$ cat config.mk
export PLATFORM = sky130hd
export DESIGN_NAME = patch_regs
export DESIGN_NICKNAME = d
export VERILOG_FILES = /design/src/hdl/fm_mixer_cfg_pkg.sv /design/src/hdl/fm_patch_pkg.sv /design/src/hdl/patch_regs.sv
export SDC_FILE = /design/constraint.sdc
export NUM_CORES = 1
export LEC_CHECK = 0
export CORE_ASPECT_RATIO = 1.4
export CORE_MARGIN = 10
export CORE_UTILIZATION = 55
export CTS_CLUSTER_DIAMETER = 40
export CTS_CLUSTER_SIZE = 25
export DETAILED_ROUTE_END_ITERATION = 10
export DONT_BUFFER_PORTS = 1
export GPL_TIMING_DRIVEN = 0
export PLACE_DENSITY = 0.79
export REMOVE_ABC_BUFFERS = 1
export SLEW_MARGIN = 15
export SYNTH_ARGS = -nofsm -noshare
export SYNTH_HDL_FRONTEND = slang
export SYNTH_SLANG_ARGS = --single-unit
export TNS_END_PERCENT = 20
$ cat constraint.sdc
create_clock -name sCLK_XVXENVS -period 3.8 [get_ports sCLK_XVXENVS]
set_clock_uncertainty 0.05 [all_clocks]
set_input_delay 0.19 -clock sCLK_XVXENVS [delete_from_list [all_inputs] [get_ports sCLK_XVXENVS]]
set_output_delay 0.19 -clock sCLK_XVXENVS [all_outputs]
set_load 0.01 [all_outputs]
$ cat src/hdl/fm_mixer_cfg_pkg.sv
package fm_mixer_cfg_pkg;

    localparam int VOICES  = 4;                // voices in the engine
    localparam int V_OSC   = 4;                // oscillators per voice
    localparam int SLOTS   = VOICES * V_OSC;   // slots per frame

    localparam int AUDIO_W = 16;               // output audio width
    localparam int MOD_W   = 11;               // modulation word back to the oscillator
    localparam int ACC_W   = 24;               // frame accumulator, with headroom for 16 slots

    typedef logic [$clog2(VOICES)-1:0] voice_t;
    typedef logic [$clog2(V_OSC)-1:0]  osc_t;
    typedef logic [$clog2(SLOTS)-1:0]  slot_idx_t;   // voice in the high bits, osc in the low

    typedef logic signed [7:0]  env_t;       // envelope level times velocity
    typedef logic signed [16:0] sample_t;    // sine table output

    typedef logic signed [MOD_W-1:0]   mod_t;
    typedef logic signed [AUDIO_W-1:0] audio_t;
    typedef logic signed [ACC_W-1:0]   acc_t;

    // one oscillator slot as seen by both paths
    typedef struct packed {
        logic    valid;    // seen a slot_zero since reset
        logic    first;    // first slot of a frame
        voice_t  voice;
        osc_t    osc;
        env_t    env;
        sample_t sample;
    } slot_t;

endpackage
$ cat src/hdl/fm_patch_pkg.sv
package fm_patch_pkg;

    import fm_mixer_cfg_pkg::*;

    typedef logic signed [7:0] coef_t;    // matrix coefficient, level, master
    typedef logic [7:0]        pan_t;     // 0 full left, 255 full right
    typedef logic [6:0]        adr_t;
    typedef logic [7:0]        reg_data_t;

    localparam int NAME_LEN = 16;         // patch name bytes

    // register map
    localparam adr_t ADR_MAT    = 7'h00;  // SLOTS entries, source * V_OSC + dest
    localparam adr_t ADR_LEVEL  = 7'h10;  // V_OSC entries
    localparam adr_t ADR_PAN    = 7'h14;  // V_OSC entries
    localparam adr_t ADR_MASTER = 7'h18;
    localparam adr_t ADR_NAME   = 7'h20;  // NAME_LEN bytes

    localparam coef_t MASTER_INIT = 8'sd127;

    localparam int MOD_SHIFT   = 13;      // matrix sum down to modulation range
    localparam int MIX_SHIFT   = 7;       // master volume stage
    localparam int SCALE_SHIFT = 7;       // after envelope and after level
    localparam int PAN_SHIFT   = 8;       // after pan weight

    typedef struct packed {
        coef_t [SLOTS-1:0] mat;
        coef_t [V_OSC-1:0] level;
        pan_t  [V_OSC-1:0] pan;
        coef_t             master;
    } patch_t;

endpackage

$ cat src/hdl/patch_regs.sv
`timescale 1ns/100ps

module patch_regs
    import fm_mixer_cfg_pkg::*;
    import fm_patch_pkg::*;
(
    input  logic      sCLK_XVXENVS,
    input  logic      rst_n,
    input  adr_t      adr,
    input  reg_data_t wr_data,
    input  logic      write,      // one-cycle strobe
    input  logic      read,       // one-cycle strobe
    output reg_data_t rd_data,
    output patch_t    patch
);

    reg_data_t name [NAME_LEN];   // storage only, not used by the datapath
    reg_data_t rd_mux;

    function automatic logic in_range(input adr_t a, input adr_t base, input int n);
        return (a >= base) && (int'(a) < int'(base) + n);
    endfunction

    // bases are aligned, so the low address bits are the entry index
    always_ff @(posedge sCLK_XVXENVS or negedge rst_n) begin
        if (!rst_n) begin
            patch        <= '0;
            patch.master <= MASTER_INIT;
            for (int i = 0; i < NAME_LEN; i++) begin
                name[i] <= '0;
            end
        end else if (write) begin
            if (in_range(adr, ADR_MAT, SLOTS)) begin
                patch.mat[adr[$clog2(SLOTS)-1:0]] <= wr_data;
            end
            if (in_range(adr, ADR_LEVEL, V_OSC)) begin
                patch.level[adr[$clog2(V_OSC)-1:0]] <= wr_data;
            end
            if (in_range(adr, ADR_PAN, V_OSC)) begin
                patch.pan[adr[$clog2(V_OSC)-1:0]] <= wr_data;
            end
            if (adr == ADR_MASTER) begin
                patch.master <= wr_data;
            end
            if (in_range(adr, ADR_NAME, NAME_LEN)) begin
                name[adr[$clog2(NAME_LEN)-1:0]] <= wr_data;
            end
        end
    end

    always_comb begin
        rd_mux = '0;    // unmapped reads
        if (in_range(adr, ADR_MAT, SLOTS)) begin
            rd_mux = patch.mat[adr[$clog2(SLOTS)-1:0]];
        end else if (in_range(adr, ADR_LEVEL, V_OSC)) begin
            rd_mux = patch.level[adr[$clog2(V_OSC)-1:0]];
        end else if (in_range(adr, ADR_PAN, V_OSC)) begin
            rd_mux = patch.pan[adr[$clog2(V_OSC)-1:0]];
        end else if (adr == ADR_MASTER) begin
            rd_mux = patch.master;
        end else if (in_range(adr, ADR_NAME, NAME_LEN)) begin
            rd_mux = name[adr[$clog2(NAME_LEN)-1:0]];
        end
    end

    always_ff @(posedge sCLK_XVXENVS or negedge rst_n) begin
        if (!rst_n) begin
            rd_data <= '0;
        end else if (read) begin
            rd_data <= rd_mux;    // held until the next read
        end
    end

endmodule

# [Word level (Yosys, flattened, before mapping)]
# Cells that the tools add are included.
[totals] reg_bits=336 latchBits=0 ram_bits=0 mem_bits_ro=0 input_bits=19 output_inout_bits=208 n_memories=0
[op_classes] add_sub_neg=0 mul=0 n_div=0 order_cmp=14 n_eq_ne=1 shifts=0 muxes=24 bitwise_logic=1 n_reduce_logical=12
[op_table] op="bitwise mux 128 bit" n=2
[op_table] op="2-to-1 mux 8 bit" n=13
[op_table] op="binary-select mux 8 bit (select 4 bit)" n=2
[op_table] op="bitwise mux 32 bit" n=2
[op_table] op="demux 8 bit (select 4 bit)" n=2
[op_table] op="binary-select mux 8 bit (select 2 bit)" n=2
[op_table] op="less-than comparator 7 x 5 -> 1 bit, second input constant" n=3
[op_table] op="demux 8 bit (select 2 bit)" n=1
[op_table] op=">= comparator 7 x 5 -> 1 bit, second input constant" n=2
[op_table] op="AND reduction 2 bit" n=5
[op_table] op="== test 7 x 5 -> 1 bit, second input constant" n=1
[op_table] op=">= comparator 7 x 1 -> 1 bit, second input constant" n=1
[op_table] op=">= comparator 7 x 6 -> 1 bit, second input constant" n=1
[op_table] op="logical AND 1 bit" n=7
[op_table] op="less-than comparator 7 x 6 -> 1 bit, second input constant" n=1
[op_table] op=">= comparator 5 bit, second input constant" n=1
[op_table] op="less-than comparator 4 x 5 -> 1 bit, second input constant" n=1
[op_table] op="less-than comparator 5 x 1 -> 1 bit, second input constant" n=1
[op_table] op="NOT 4 -> 5 bit" n=1
[op_table] op=">= comparator 4 x 1 -> 1 bit, second input constant" n=1
[op_table] op="less-than comparator 2 x 3 -> 1 bit, second input constant" n=1
[op_table] op=">= comparator 2 x 1 -> 1 bit, second input constant" n=1

# [Depth between registers and ports, before layout]
# Gate-level depths: netlist (run 1).
[depth] ltp_word=9 ltp_mapped=7 depth_no_buf=4

# [Worst setup path before layout (run 1)]
# OpenSTA, ideal clock, no wires.
[synth_timing] kind="input -> register" start="input port adr[0]" end="register rd_data[3]" t_arrival_ps=1813 t_required_ps=3626 slack_ps=1813 path_stages=7 cell_sequence="buf_6 -> buf_4 -> buf_2 -> mux4_2 -> mux2i_1 -> o22ai_1 -> a211o_1"
[synth_via] elab_chain_cells=9 word_cells_on_any_way=28
[synth_rtl] item="start, declared" line="patch_regs.sv:9" rtl="input adr_t adr,"
[synth_rtl] item="NOT 4 -> 5 bit (not written as such)" line="patch_regs.sv:62" rtl="rd_mux = name[adr[$clog2(NAME_LEN)-1:0]];"
[synth_rtl] item="binary-select mux 8 bit (select 4 bit)" line="patch_regs.sv:62"
[synth_rtl] item="2-to-1 mux 8 bit (not written as such) (2 in a row)" line="patch_regs.sv:62"
[synth_rtl] item="2-to-1 mux 8 bit" line="patch_regs.sv:61" rtl="end else if (in_range(adr, ADR_NAME, NAME_LEN)) begin"
[synth_rtl] item="2-to-1 mux 8 bit" line="patch_regs.sv:59" rtl="end else if (adr == ADR_MASTER) begin"
[synth_rtl] item="2-to-1 mux 8 bit" line="patch_regs.sv:57" rtl="end else if (in_range(adr, ADR_PAN, V_OSC)) begin"
[synth_rtl] item="2-to-1 mux 8 bit" line="patch_regs.sv:55" rtl="end else if (in_range(adr, ADR_LEVEL, V_OSC)) begin"
[synth_rtl] item="2-to-1 mux 8 bit *" line="patch_regs.sv:53" rtl="if (in_range(adr, ADR_MAT, SLOTS)) begin"
[synth_rtl] item="end signal, assigned" line="patch_regs.sv:70" rtl="rd_data <= rd_mux;"
[synth_rtl] item="end, declared" line="patch_regs.sv:13" rtl="output reg_data_t rd_data,"
# Mark *: on every way between the ends. The rest lies on a longest branch, timed or not. The select of a mux whose other input is x is not followed.
# A chain may end at the register's enable or synchronous reset.

# [Worst setup path after layout (run 1)]
[layout_timing] start="register patch[92] in the netlist's numbering" end="register rd_data[4]"
[layout_via] elab_chain_cells=3
[layout_rtl] item="start, declared" line="patch_regs.sv:14" rtl="output patch_t patch"
[layout_rtl] item="binary-select mux 8 bit (select 4 bit)" line="patch_regs.sv:54" rtl="rd_mux = patch.mat[adr[$clog2(SLOTS)-1:0]];"
[layout_rtl] item="2-to-1 mux 8 bit (not written as such)" line="patch_regs.sv:54"
[layout_rtl] item="2-to-1 mux 8 bit" line="patch_regs.sv:53"
# Every way passes these cells. The select of a mux whose other input is x is not followed.

==> results of run 1 <==
==> worst max-delay path, cell delays in order (launching register included) <==
cell           delay (ns)
dfrtp_1              0.49
mux4_2               0.55
mux4_2               0.50
o22ai_1              0.17
a31oi_1              0.05
dlygate4sd3_1        0.56
==> power groups by stage <==
| stage | Sequential [mW] | Clock (mW) | Combinational (mW) |
|---|---|---|---|
| 2_1_floorplan | 4.16 | 0 | 0.474 |
| 3_3_place_gp | 4.27 | 0 | 0.550 |
| 3_5_place_dp | 4.29 | 0 | 0.572 |
| 4_1_cts | 4.23 | 3.64 | 0.664 |
| 5_1_grt | 4.25 | 3.78 | 0.702 |
| 6_report | 4.22 | 3.59 | 0.664 |
==> per-stage QoR <==
step	cells	hold slack [ns]	setup WS (ns)	power (mW)	util, %
6_report	1343	-0.667	1.32	8.48	61.4
5_1_grt	1342	-0.685	1.30	8.74	61.4
4_1_cts	1342	-0.688	1.40	8.53	61.4
3_5_place_dp	1264	-0.131	1.55	4.86	56.2
3_3_place_gp	1264	-0.133	1.56	4.82	56.2
2_1_floorplan	894	-0.156	2.00	4.64	-
==> synthesized netlist by cell type, types with 2 or more instances <==
cell and count:
mux2i_1 23, or4_1 2, nand3_1 7, dfrtp_1 329, inv_1 2, clkbuf_1 39, nor2_2 7, dfstp_2 7
a211o_1 7, nand4bb_1 2, nand2b_1 7, nor4b_1 2, a32oi_1 14, buf_6 2, nor2_1 6, o21ai_0 7
buf_4 5, mux2_2 327, buf_2 17, nor3_1 2, nor2b_1 3, buf_1 4, mux4_1 8, nor3_2 8
nand2_1 26, o22ai_1 8, mux4_2 77
==> flip-flops by register name, indices dropped and copies added, names as in the netlist <==
signal	cells
patch	200
rd_data	8
name	128
==> cell type report <==
type / count / area share [%]
clock buffer: 41 / 5.66
inverter: 3 / 0.0663
sequential: 336 / 49.6
clock inverter: 22 / 1.46
timing repair buffer: 15 / 1.36
antenna: 1 / 0.0147
tap: 370 / 2.73
multi-input combinational: 555 / 39.1
==> cells by family after synthesis <==
family / share of synthesized area (%)
DFF: 54.6
muxes: 38.1
buffers and inverters: 2.19
AOI/OAI and AO/OA: 2.03
and+or+nand+nor: 3.03
==> how the worst max path moves through the flow <==
stage,from,to,slack [ns],cells after the start
floorplan,adr[4],patch[100],2.00,4
global placement,adr[4],patch[129],1.56,3
detailed placement,adr[4],patch[135],1.55,3
CTS,patch[92],rd_data[4],1.40,5
global route,patch[92],rd_data[4],1.30,5
finish,patch[92],rd_data[4],1.32,5
==> per-layer routing <==
layer	GRT usage [%]	vias up
met5	0	-
met4	9.70	0
met3	6.59	89
met2	38.9	348
met1	26.7	4820
li1	-	3633
==> impl_metrics.yaml, run 1 <==
global_route:
  antenna_found_initial: 1
  grt_pass1_vias: 9204
  grt_pass1_wl_um: 61800
  grtUsageTotal_pct: 22.9
  globalRouteOverflowTotal: 0
  grt_max_degree: 337
critical_path:
  r2r_start: "patch[92]"
  worst-r2r-setup-slack_ns: 1.32
  r2r-end: "rd_data[4]"
  reg2reg_depth: 5
  critPathMaxFanout: 3
  critPathKind: "register to register"
  startpoint_type: "register"
  arrival_ns: 2.84
  critical_path_required_ns: 4.16
  worstSetupEndpointType: "register"
cts:
  ctsHtreeMaxLevel: 2
  cts_root_buf: "clkbuf_16"
  cts.sinks: 336
  cts_hold_buf: 15
  cts.path.max_buffers: 3
  clkTransAtPathRegs_ns: 0.07
  numCtsBuffers: 35
  tritoncts: "done"
  clock_latency_ns: 0.53
  ctsResizeCount: 0
  cts_setup_buffers: 0
drt:
  wl_met2_um: 21200
  first_pass_iters: 4
  wl_um: 40800
  drc: 0
  drt.antenna.violating_nets: 0
  vias_per_cell: 6.62
  vias: 8890
  highest_layer: "met4"
  wl_met1_um: 14700
  drtIter0Drc: 880
  wire_per_inst_um: 30.4
  routed-wl-met3_um: 3280
cells_and_area:
  final_common_cell: "dfrtp_1"
  final_cell_mix: "329 x dfrtp_1, 327 x mux2_2, 77 x mux4_2"
  nets: 965
  final_area_um2: 17000
  seq_area_um2: 8420
  area_delta_synth_final_pct: 10.2
  layout-drive-gt1-share_pct: 51.2
  multi_input_area_um2: 6650
  fillers: 2004
placement:
  place.detailed.hpwl_um: 26200
  place_congestion: 0.842
  io_buffers: 0
  place_area_um2: 15500
synthesis:
  syn_area_um2: 15400
  yosysUniqueCellTypes: 41
  seq_area_frac_synth_pct: 54.6
  synthArstFlopShare_pct: 100
  synth-edff-count: 0
  synthFlopType: "dfrtp_1"
  yosys_register_bits: 336
  synth.area.top_cells: "dfrtp_1 53%, mux2_2 24%, mux4_2 11%"
  synth_top_area_cell: "dfrtp_1"
  synth_top_area_share_pct: 53.5
  yosysWarningCount: 0
  synth_area_per_cell_um2: 16.0
  synth_cells: 962
timing:
  setup-tns-final_ns: 0
  setup_viol: 0
  max_slew.worst_pin.slew_ns: 1.49
  drv_slew: 0
  finalHoldViolCount: 335
  fmax_ghz: 0.403
  maxSlewHeadroom_pct: 0.472
  grt_setup_unrepaired: "false"
  fin_crit_sh_pct: 65.3
  fin_crit_ns: 2.48
  holdWs_ns: -0.667
floorplan:
  rows: 72
  ios: 227
  die_w_um: 161
  core_area_um2: 27700
  die-height_um: 218
  initial_core_util_pct: 55.7
  dieArea_um2: 35200
power:
  irDropWorstVdd_uv: 230
  pwr_density_cell_nw_per_um2: 499
  p_int_mw: 6.40
  pwr-share-seq_pct: 49.8
  power_switching_mw: 2.08
  swShare_pct: 24.6
  leakage_nw: 8.00
  p_clk_share_pct: 42.4
  power_frac_comb_pct: 7.8
outcome:
  outcome: "finished, violations left"
  violations: "negative hold slack"
hold_path:
  hold_path.class: "input pin to async pin"
run:
  cap_viol_max_count: 0
Note: power is estimated with default switching activity, not from simulation.
==> run 2: changes to the inputs <==
==> constraint.sdc (replaced) <==
create_clock -name sCLK_XVXENVS -period 2.4 [get_ports sCLK_XVXENVS]
set_clock_uncertainty 0.05 [all_clocks]
set_input_delay 0.12 -clock sCLK_XVXENVS [delete_from_list [all_inputs] [get_ports sCLK_XVXENVS]]
set_output_delay 0.12 -clock sCLK_XVXENVS [all_outputs]
set_load 0.01 [all_outputs]
==> impl_metrics.yaml, run 2 (synthesized netlist as in run 1, its figures left out) <==
drt:
  first_pass_iters: 5
  vias: 8998
  drt.antenna.violating_nets: 0
  wire_per_inst_um: 30.4
  wl_um: 41400
  drtIter0Drc: 923
  drc: 0
  vias_per_cell: 6.61
floorplan:
  die-height_um: 218
  die_w_um: 161
  initial_core_util_pct: 55.7
  ios: 227
  rows: 72
  dieArea_um2: 35200
  core_area_um2: 27700
critical_path:
  cpPeakStageDelay_ns: 0.77
  startpoint_type: "input pin"
  worstSetupEndpointType: "register"
  arrival_ns: 2.51
  critPathKind: "input pin to register"
  cp_top_family: "simple AND/OR/NAND/NOR gates"
  path_buf_inv: 1
  critPathMaxFanout: 93
  slowest_stage: "nor2b_1"
  critical_path_required_ns: 2.76
  crit_chain: "nor2b_1 -> nand2_1 -> mux2_2 -> dlygate4sd3_1"
global_route:
  antenna_found_initial: 0
  grt_pass1_vias: 9348
  globalRouteOverflowTotal: 0
  grtUsageTotal_pct: 23.2
  grt_max_degree: 337
  grt_pass1_wl_um: 62600
power:
  irDropWorstVdd_uv: 362
  leakage_nw: 8.10
  pwr_density_cell_nw_per_um2: 785
cts:
  cts_setup_buffers: 0
  tritoncts: "done"
  clock_latency_ns: 0.53
  ctsResizeCount: 0
  cts.sinks: 336
  numCtsBuffers: 35
  clkTransAtPathRegs_ns: 0.06
  cts.path.max_buffers: 3
  cts_root_buf: "clkbuf_16"
  ctsHtreeMaxLevel: 2
  cts_hold_buf: 34
outcome:
  violations: "negative hold slack"
  outcome: "finished, violations left"
placement:
  place.detailed.hpwl_um: 26200
  place_congestion: 0.842
  dp.cells: 1264
  io_buffers: 0
timing:
  fin_crit_ns: 2.15
  fmax_ghz: 0.464
  maxSlewHeadroom_pct: 27.7
  holdWs_ns: -0.736
  fin_crit_sh_pct: 89.8
  setup_viol: 0
  drv_slew: 0
  finalHoldViolCount: 336
  max_slew.worst_pin.slew_ns: 1.07
  setup-tns-final_ns: 0
  grt_setup_unrepaired: "false"
cells_and_area:
  regMostFlops: "patch"
  instances_no_fill: 1361
  final_common_cell: "dfrtp_1"
  reg_top3: "patch x200, name x128, rd_data x8"
  nets: 984
  final_cell_mix: "329 x dfrtp_1, 327 x mux2_2, 77 x mux4_2"
  layout-drive-gt1-share_pct: 50.3
  area_delta_synth_final_pct: 11.5
  largest_reg_flops: 200
  antenna_cells: 0
run:
  cap_viol_max_count: 0
hold_path:
  hold_path.class: "input pin to async pin"
-- run 2: cell types whose count changed in the layout (fill, tap and decap cells not counted), sizes merged --
| cell | previous run | this run |
|---|---|---|
| diode | 1 | 0 |
| dlygate4sd3 | 7 | 26 |
-- run 2: power breakdown --
part	total [mW]	internal, mW	switching [mW]	leakage (nW)
sequential	6.69	6.13	0.560	4.55
clock	5.69	3.35	2.35	0.586
combinational	1.10	0.676	0.425	2.96
-- run 2: metrics by stage --
| stage | setup WS [ns] | area [um2] | util, % | hold slack, ns | power, mW |
|---|---|---|---|---|---|
| floorplan | 0.670 | 15100 | - | -0.226 | 7.34 |
| global placement | 0.232 | 15500 | 56.2 | -0.203 | 7.63 |
| detailed placement | 0.218 | 15500 | 56.2 | -0.201 | 7.70 |
| CTS | 0.393 | 17200 | 62.1 | -0.758 | 13.5 |
| global route | 0.264 | 17200 | 62.1 | -0.755 | 13.9 |
| finish | 0.246 | 17200 | 62.1 | -0.736 | 13.5 |
-- run 2: final cells by class --
cell class / count / area, um2
fillers: 1988 / 10500
flip-flops and latches: 336 / 8420
multi-input cells: 555 / 6650
clock buffers: 41 / 961
well taps: 370 / 463
repair buffers: 34 / 420
clock inverters: 22 / 248
inverters: 3 / 11.3
-- run 2: per-layer routing --
metal  part of all wire [%]  global-route usage (%)  vias up
li1                       -                       -     3677
met1                     36                    27.3     4843
met2                     52                    39.5      394
met3                    8.2                    6.33       84
met4                    3.8                    9.64        0
met5                      0                       0        -
-- run 2: final timing paths --
check / start / end / slack, ns / depth (start not counted)
max: adr[1] / patch[122] / 0.25 / 4
min: rst_n / patch[119] / -0.74 / 0
max reg2reg: patch[193] / rd_data[1] / 0.37 / 4
min reg2reg: name[89] / name[89] / 0.44 / 1
max in group asynchronous: rst_n / patch[65] / 2.33 / 0
min in group sCLK_XVXENVS: adr[2] / rd_data[3] / 0.05 / 3
==> run 3: changes to the inputs <==
--- a/config.mk
+++ b/config.mk
@@ -5,8 +5,9 @@
 export SDC_FILE = /design/constraint.sdc
 export NUM_CORES = 1
 export LEC_CHECK = 0
+export CAP_MARGIN = 20
 export CORE_ASPECT_RATIO = 1.4
-export CORE_MARGIN = 10
+export CORE_MARGIN = 2
 export CORE_UTILIZATION = 55
 export CTS_CLUSTER_DIAMETER = 40
 export CTS_CLUSTER_SIZE = 25
@@ -14,6 +15,7 @@
 export DONT_BUFFER_PORTS = 1
 export GPL_TIMING_DRIVEN = 0
 export PLACE_DENSITY = 0.79
+export RECOVER_POWER = 100
 export REMOVE_ABC_BUFFERS = 1
 export SLEW_MARGIN = 15
 export SYNTH_ARGS = -nofsm -noshare
==> impl_metrics.yaml, run 3 (synthesized netlist as in run 1, its figures left out) <==
run:
  cap_viol_max_count: 1
timing:
  drv_slew: 1
  max_slew.worst_pin.slew_ns: 1.49
  holdWs_ns: -0.772
  layout_setup_ws_ns: 0.176
  grt_setup_unrepaired: "false"
  setup_viol: 0
  fin_crit_ns: 2.22
  maxSlewHeadroom_pct: -0.193
  setup-tns-final_ns: 0
  fmax_ghz: 0.450
  finalHoldViolCount: 337
  fin_crit_sh_pct: 92.7
drt:
  drtIter0Drc: 575
  drt.antenna.violating_nets: 0
  wire_per_inst_um: 29.3
  vias_per_cell: 6.65
  first_pass_iters: 5
  wl_um: 39700
  drc: 0
  vias: 9017
power:
  leakage_nw: 8.03
  pwr_density_cell_nw_per_um2: 754
  irDropWorstVdd_uv: 437
floorplan:
  core_area_um2: 27600
  rows: 72
  initial_core_util_pct: 55.9
  die_w_um: 145
  ios: 227
  dieArea_um2: 29400
  die-height_um: 202
cts:
  ctsResizeCount: 0
  tritoncts: "done"
  clkTransAtPathRegs_ns: 0.07
  cts_setup_buffers: 0
  cts_root_buf: "clkbuf_16"
  numCtsBuffers: 31
  cts.path.max_buffers: 3
  ctsHtreeMaxLevel: 1
  cts_hold_buf: 36
  cts.sinks: 336
  clock_latency_ns: 0.57
cells_and_area:
  multi_input_area_um2: 6590
  reg_top3: "patch x200, name x128, rd_data x8"
  instances_no_fill: 1356
  area_delta_synth_final_pct: 10.2
  nets: 982
  final_common_cell: "dfrtp_1"
  antenna_cells: 0
  regMostFlops: "patch"
  seq_area_um2: 8420
  fillers: 2049
  final_cell_mix: "329 x dfrtp_1, 326 x mux2_2, 77 x mux4_2"
  layout-drive-gt1-share_pct: 47.7
  largest_reg_flops: 200
hold_path:
  hold_path.class: "input pin to async pin"
critical_path:
  critical_path_required_ns: 2.80
  cpPeakStageDelay_ns: 0.89
  critPathKind: "input pin to register"
  arrival_ns: 2.62
  worstSetupEndpointType: "register"
  slowest_stage: "nor4b_1"
  critPathMaxFanout: 90
  startpoint_type: "input pin"
  crit_chain: "nor4b_1 -> nand2_1 -> mux2_2 -> dlygate4sd3_1"
placement:
  place_congestion: 0.844
  io_buffers: 0
  dp_slack_ns: 0.203
  place.detailed.hpwl_um: 24200
  dp.cells: 1264
global_route:
  grt_max_degree: 337
  antenna_found_initial: 0
  grt_pass1_wl_um: 60700
  globalRouteOverflowTotal: 0
  grtUsageTotal_pct: 27.0
  grt_pass1_vias: 9169
outcome:
  outcome: "finished, violations left"
  violations: "negative hold slack, max-capacitance violations, max-slew violations"
[run 3: stage by stage]
stage          total power [mW]  area, um2  util, %
2_1_floorplan              7.34      15100        -
3_3_place_gp               7.60      15500     56.4
3_5_place_dp               7.66      15500     56.4
4_1_cts                    12.9      17000     61.8
5_1_grt                    13.2      17000     61.6
6_report                   12.8      17000     61.6
[run 3: power breakdown]
part           switching, mW  total (mW)  internal, mW
clock                   2.26        5.03          2.77
sequential             0.533        6.66          6.12
combinational          0.424        1.10         0.677
[run 3: final timing paths]
path	endpoint	slack (ns)	from	cells past startpoint
setup / recovery	patch[140]	0.18	adr[0]	4
hold reg to reg	name[50]	0.45	name[50]	1
max in group asynchronous	patch[174]	2.68	rst_n	0
hold / removal	patch[113]	-0.77	rst_n	0
min in group sCLK_XVXENVS	rd_data[6]	-0.01	adr[2]	3
setup reg to reg	rd_data[2]	0.46	name[82]	3
[run 3: layout make-up]
class,count,area share (%)
Multi-Input combinational cell,555,38.8
Tap cell,370,2.73
Clock buffer,33,4.67
Sequential cell,336,49.6
Timing Repair Buffer,36,2.65
Clock inverter,23,1.46
Inverter,3,0.0664
[run 3: layer usage]
layer | wire length (um) | part of all wire [%] | track usage [%] | vias to the layer above
met3 | 2520 | 6.3 | 6.19 | 67
met4 | 1560 | 3.9 | 10.9 | 0
met2 | 20300 | 51 | 45.7 | 333
met5 | 0 | 0 | 0 | -
li1 | - | - | - | 3668
met1 | 15300 | 39 | 33.9 | 4949
[run 3: worst max-delay path, delay by kind of cell]
kind / cells / cell delay (ns)
muxes: 1 / 0.42
and+or+nand+nor: 2 / 1.43
buffers and inverters: 1 / 0.56
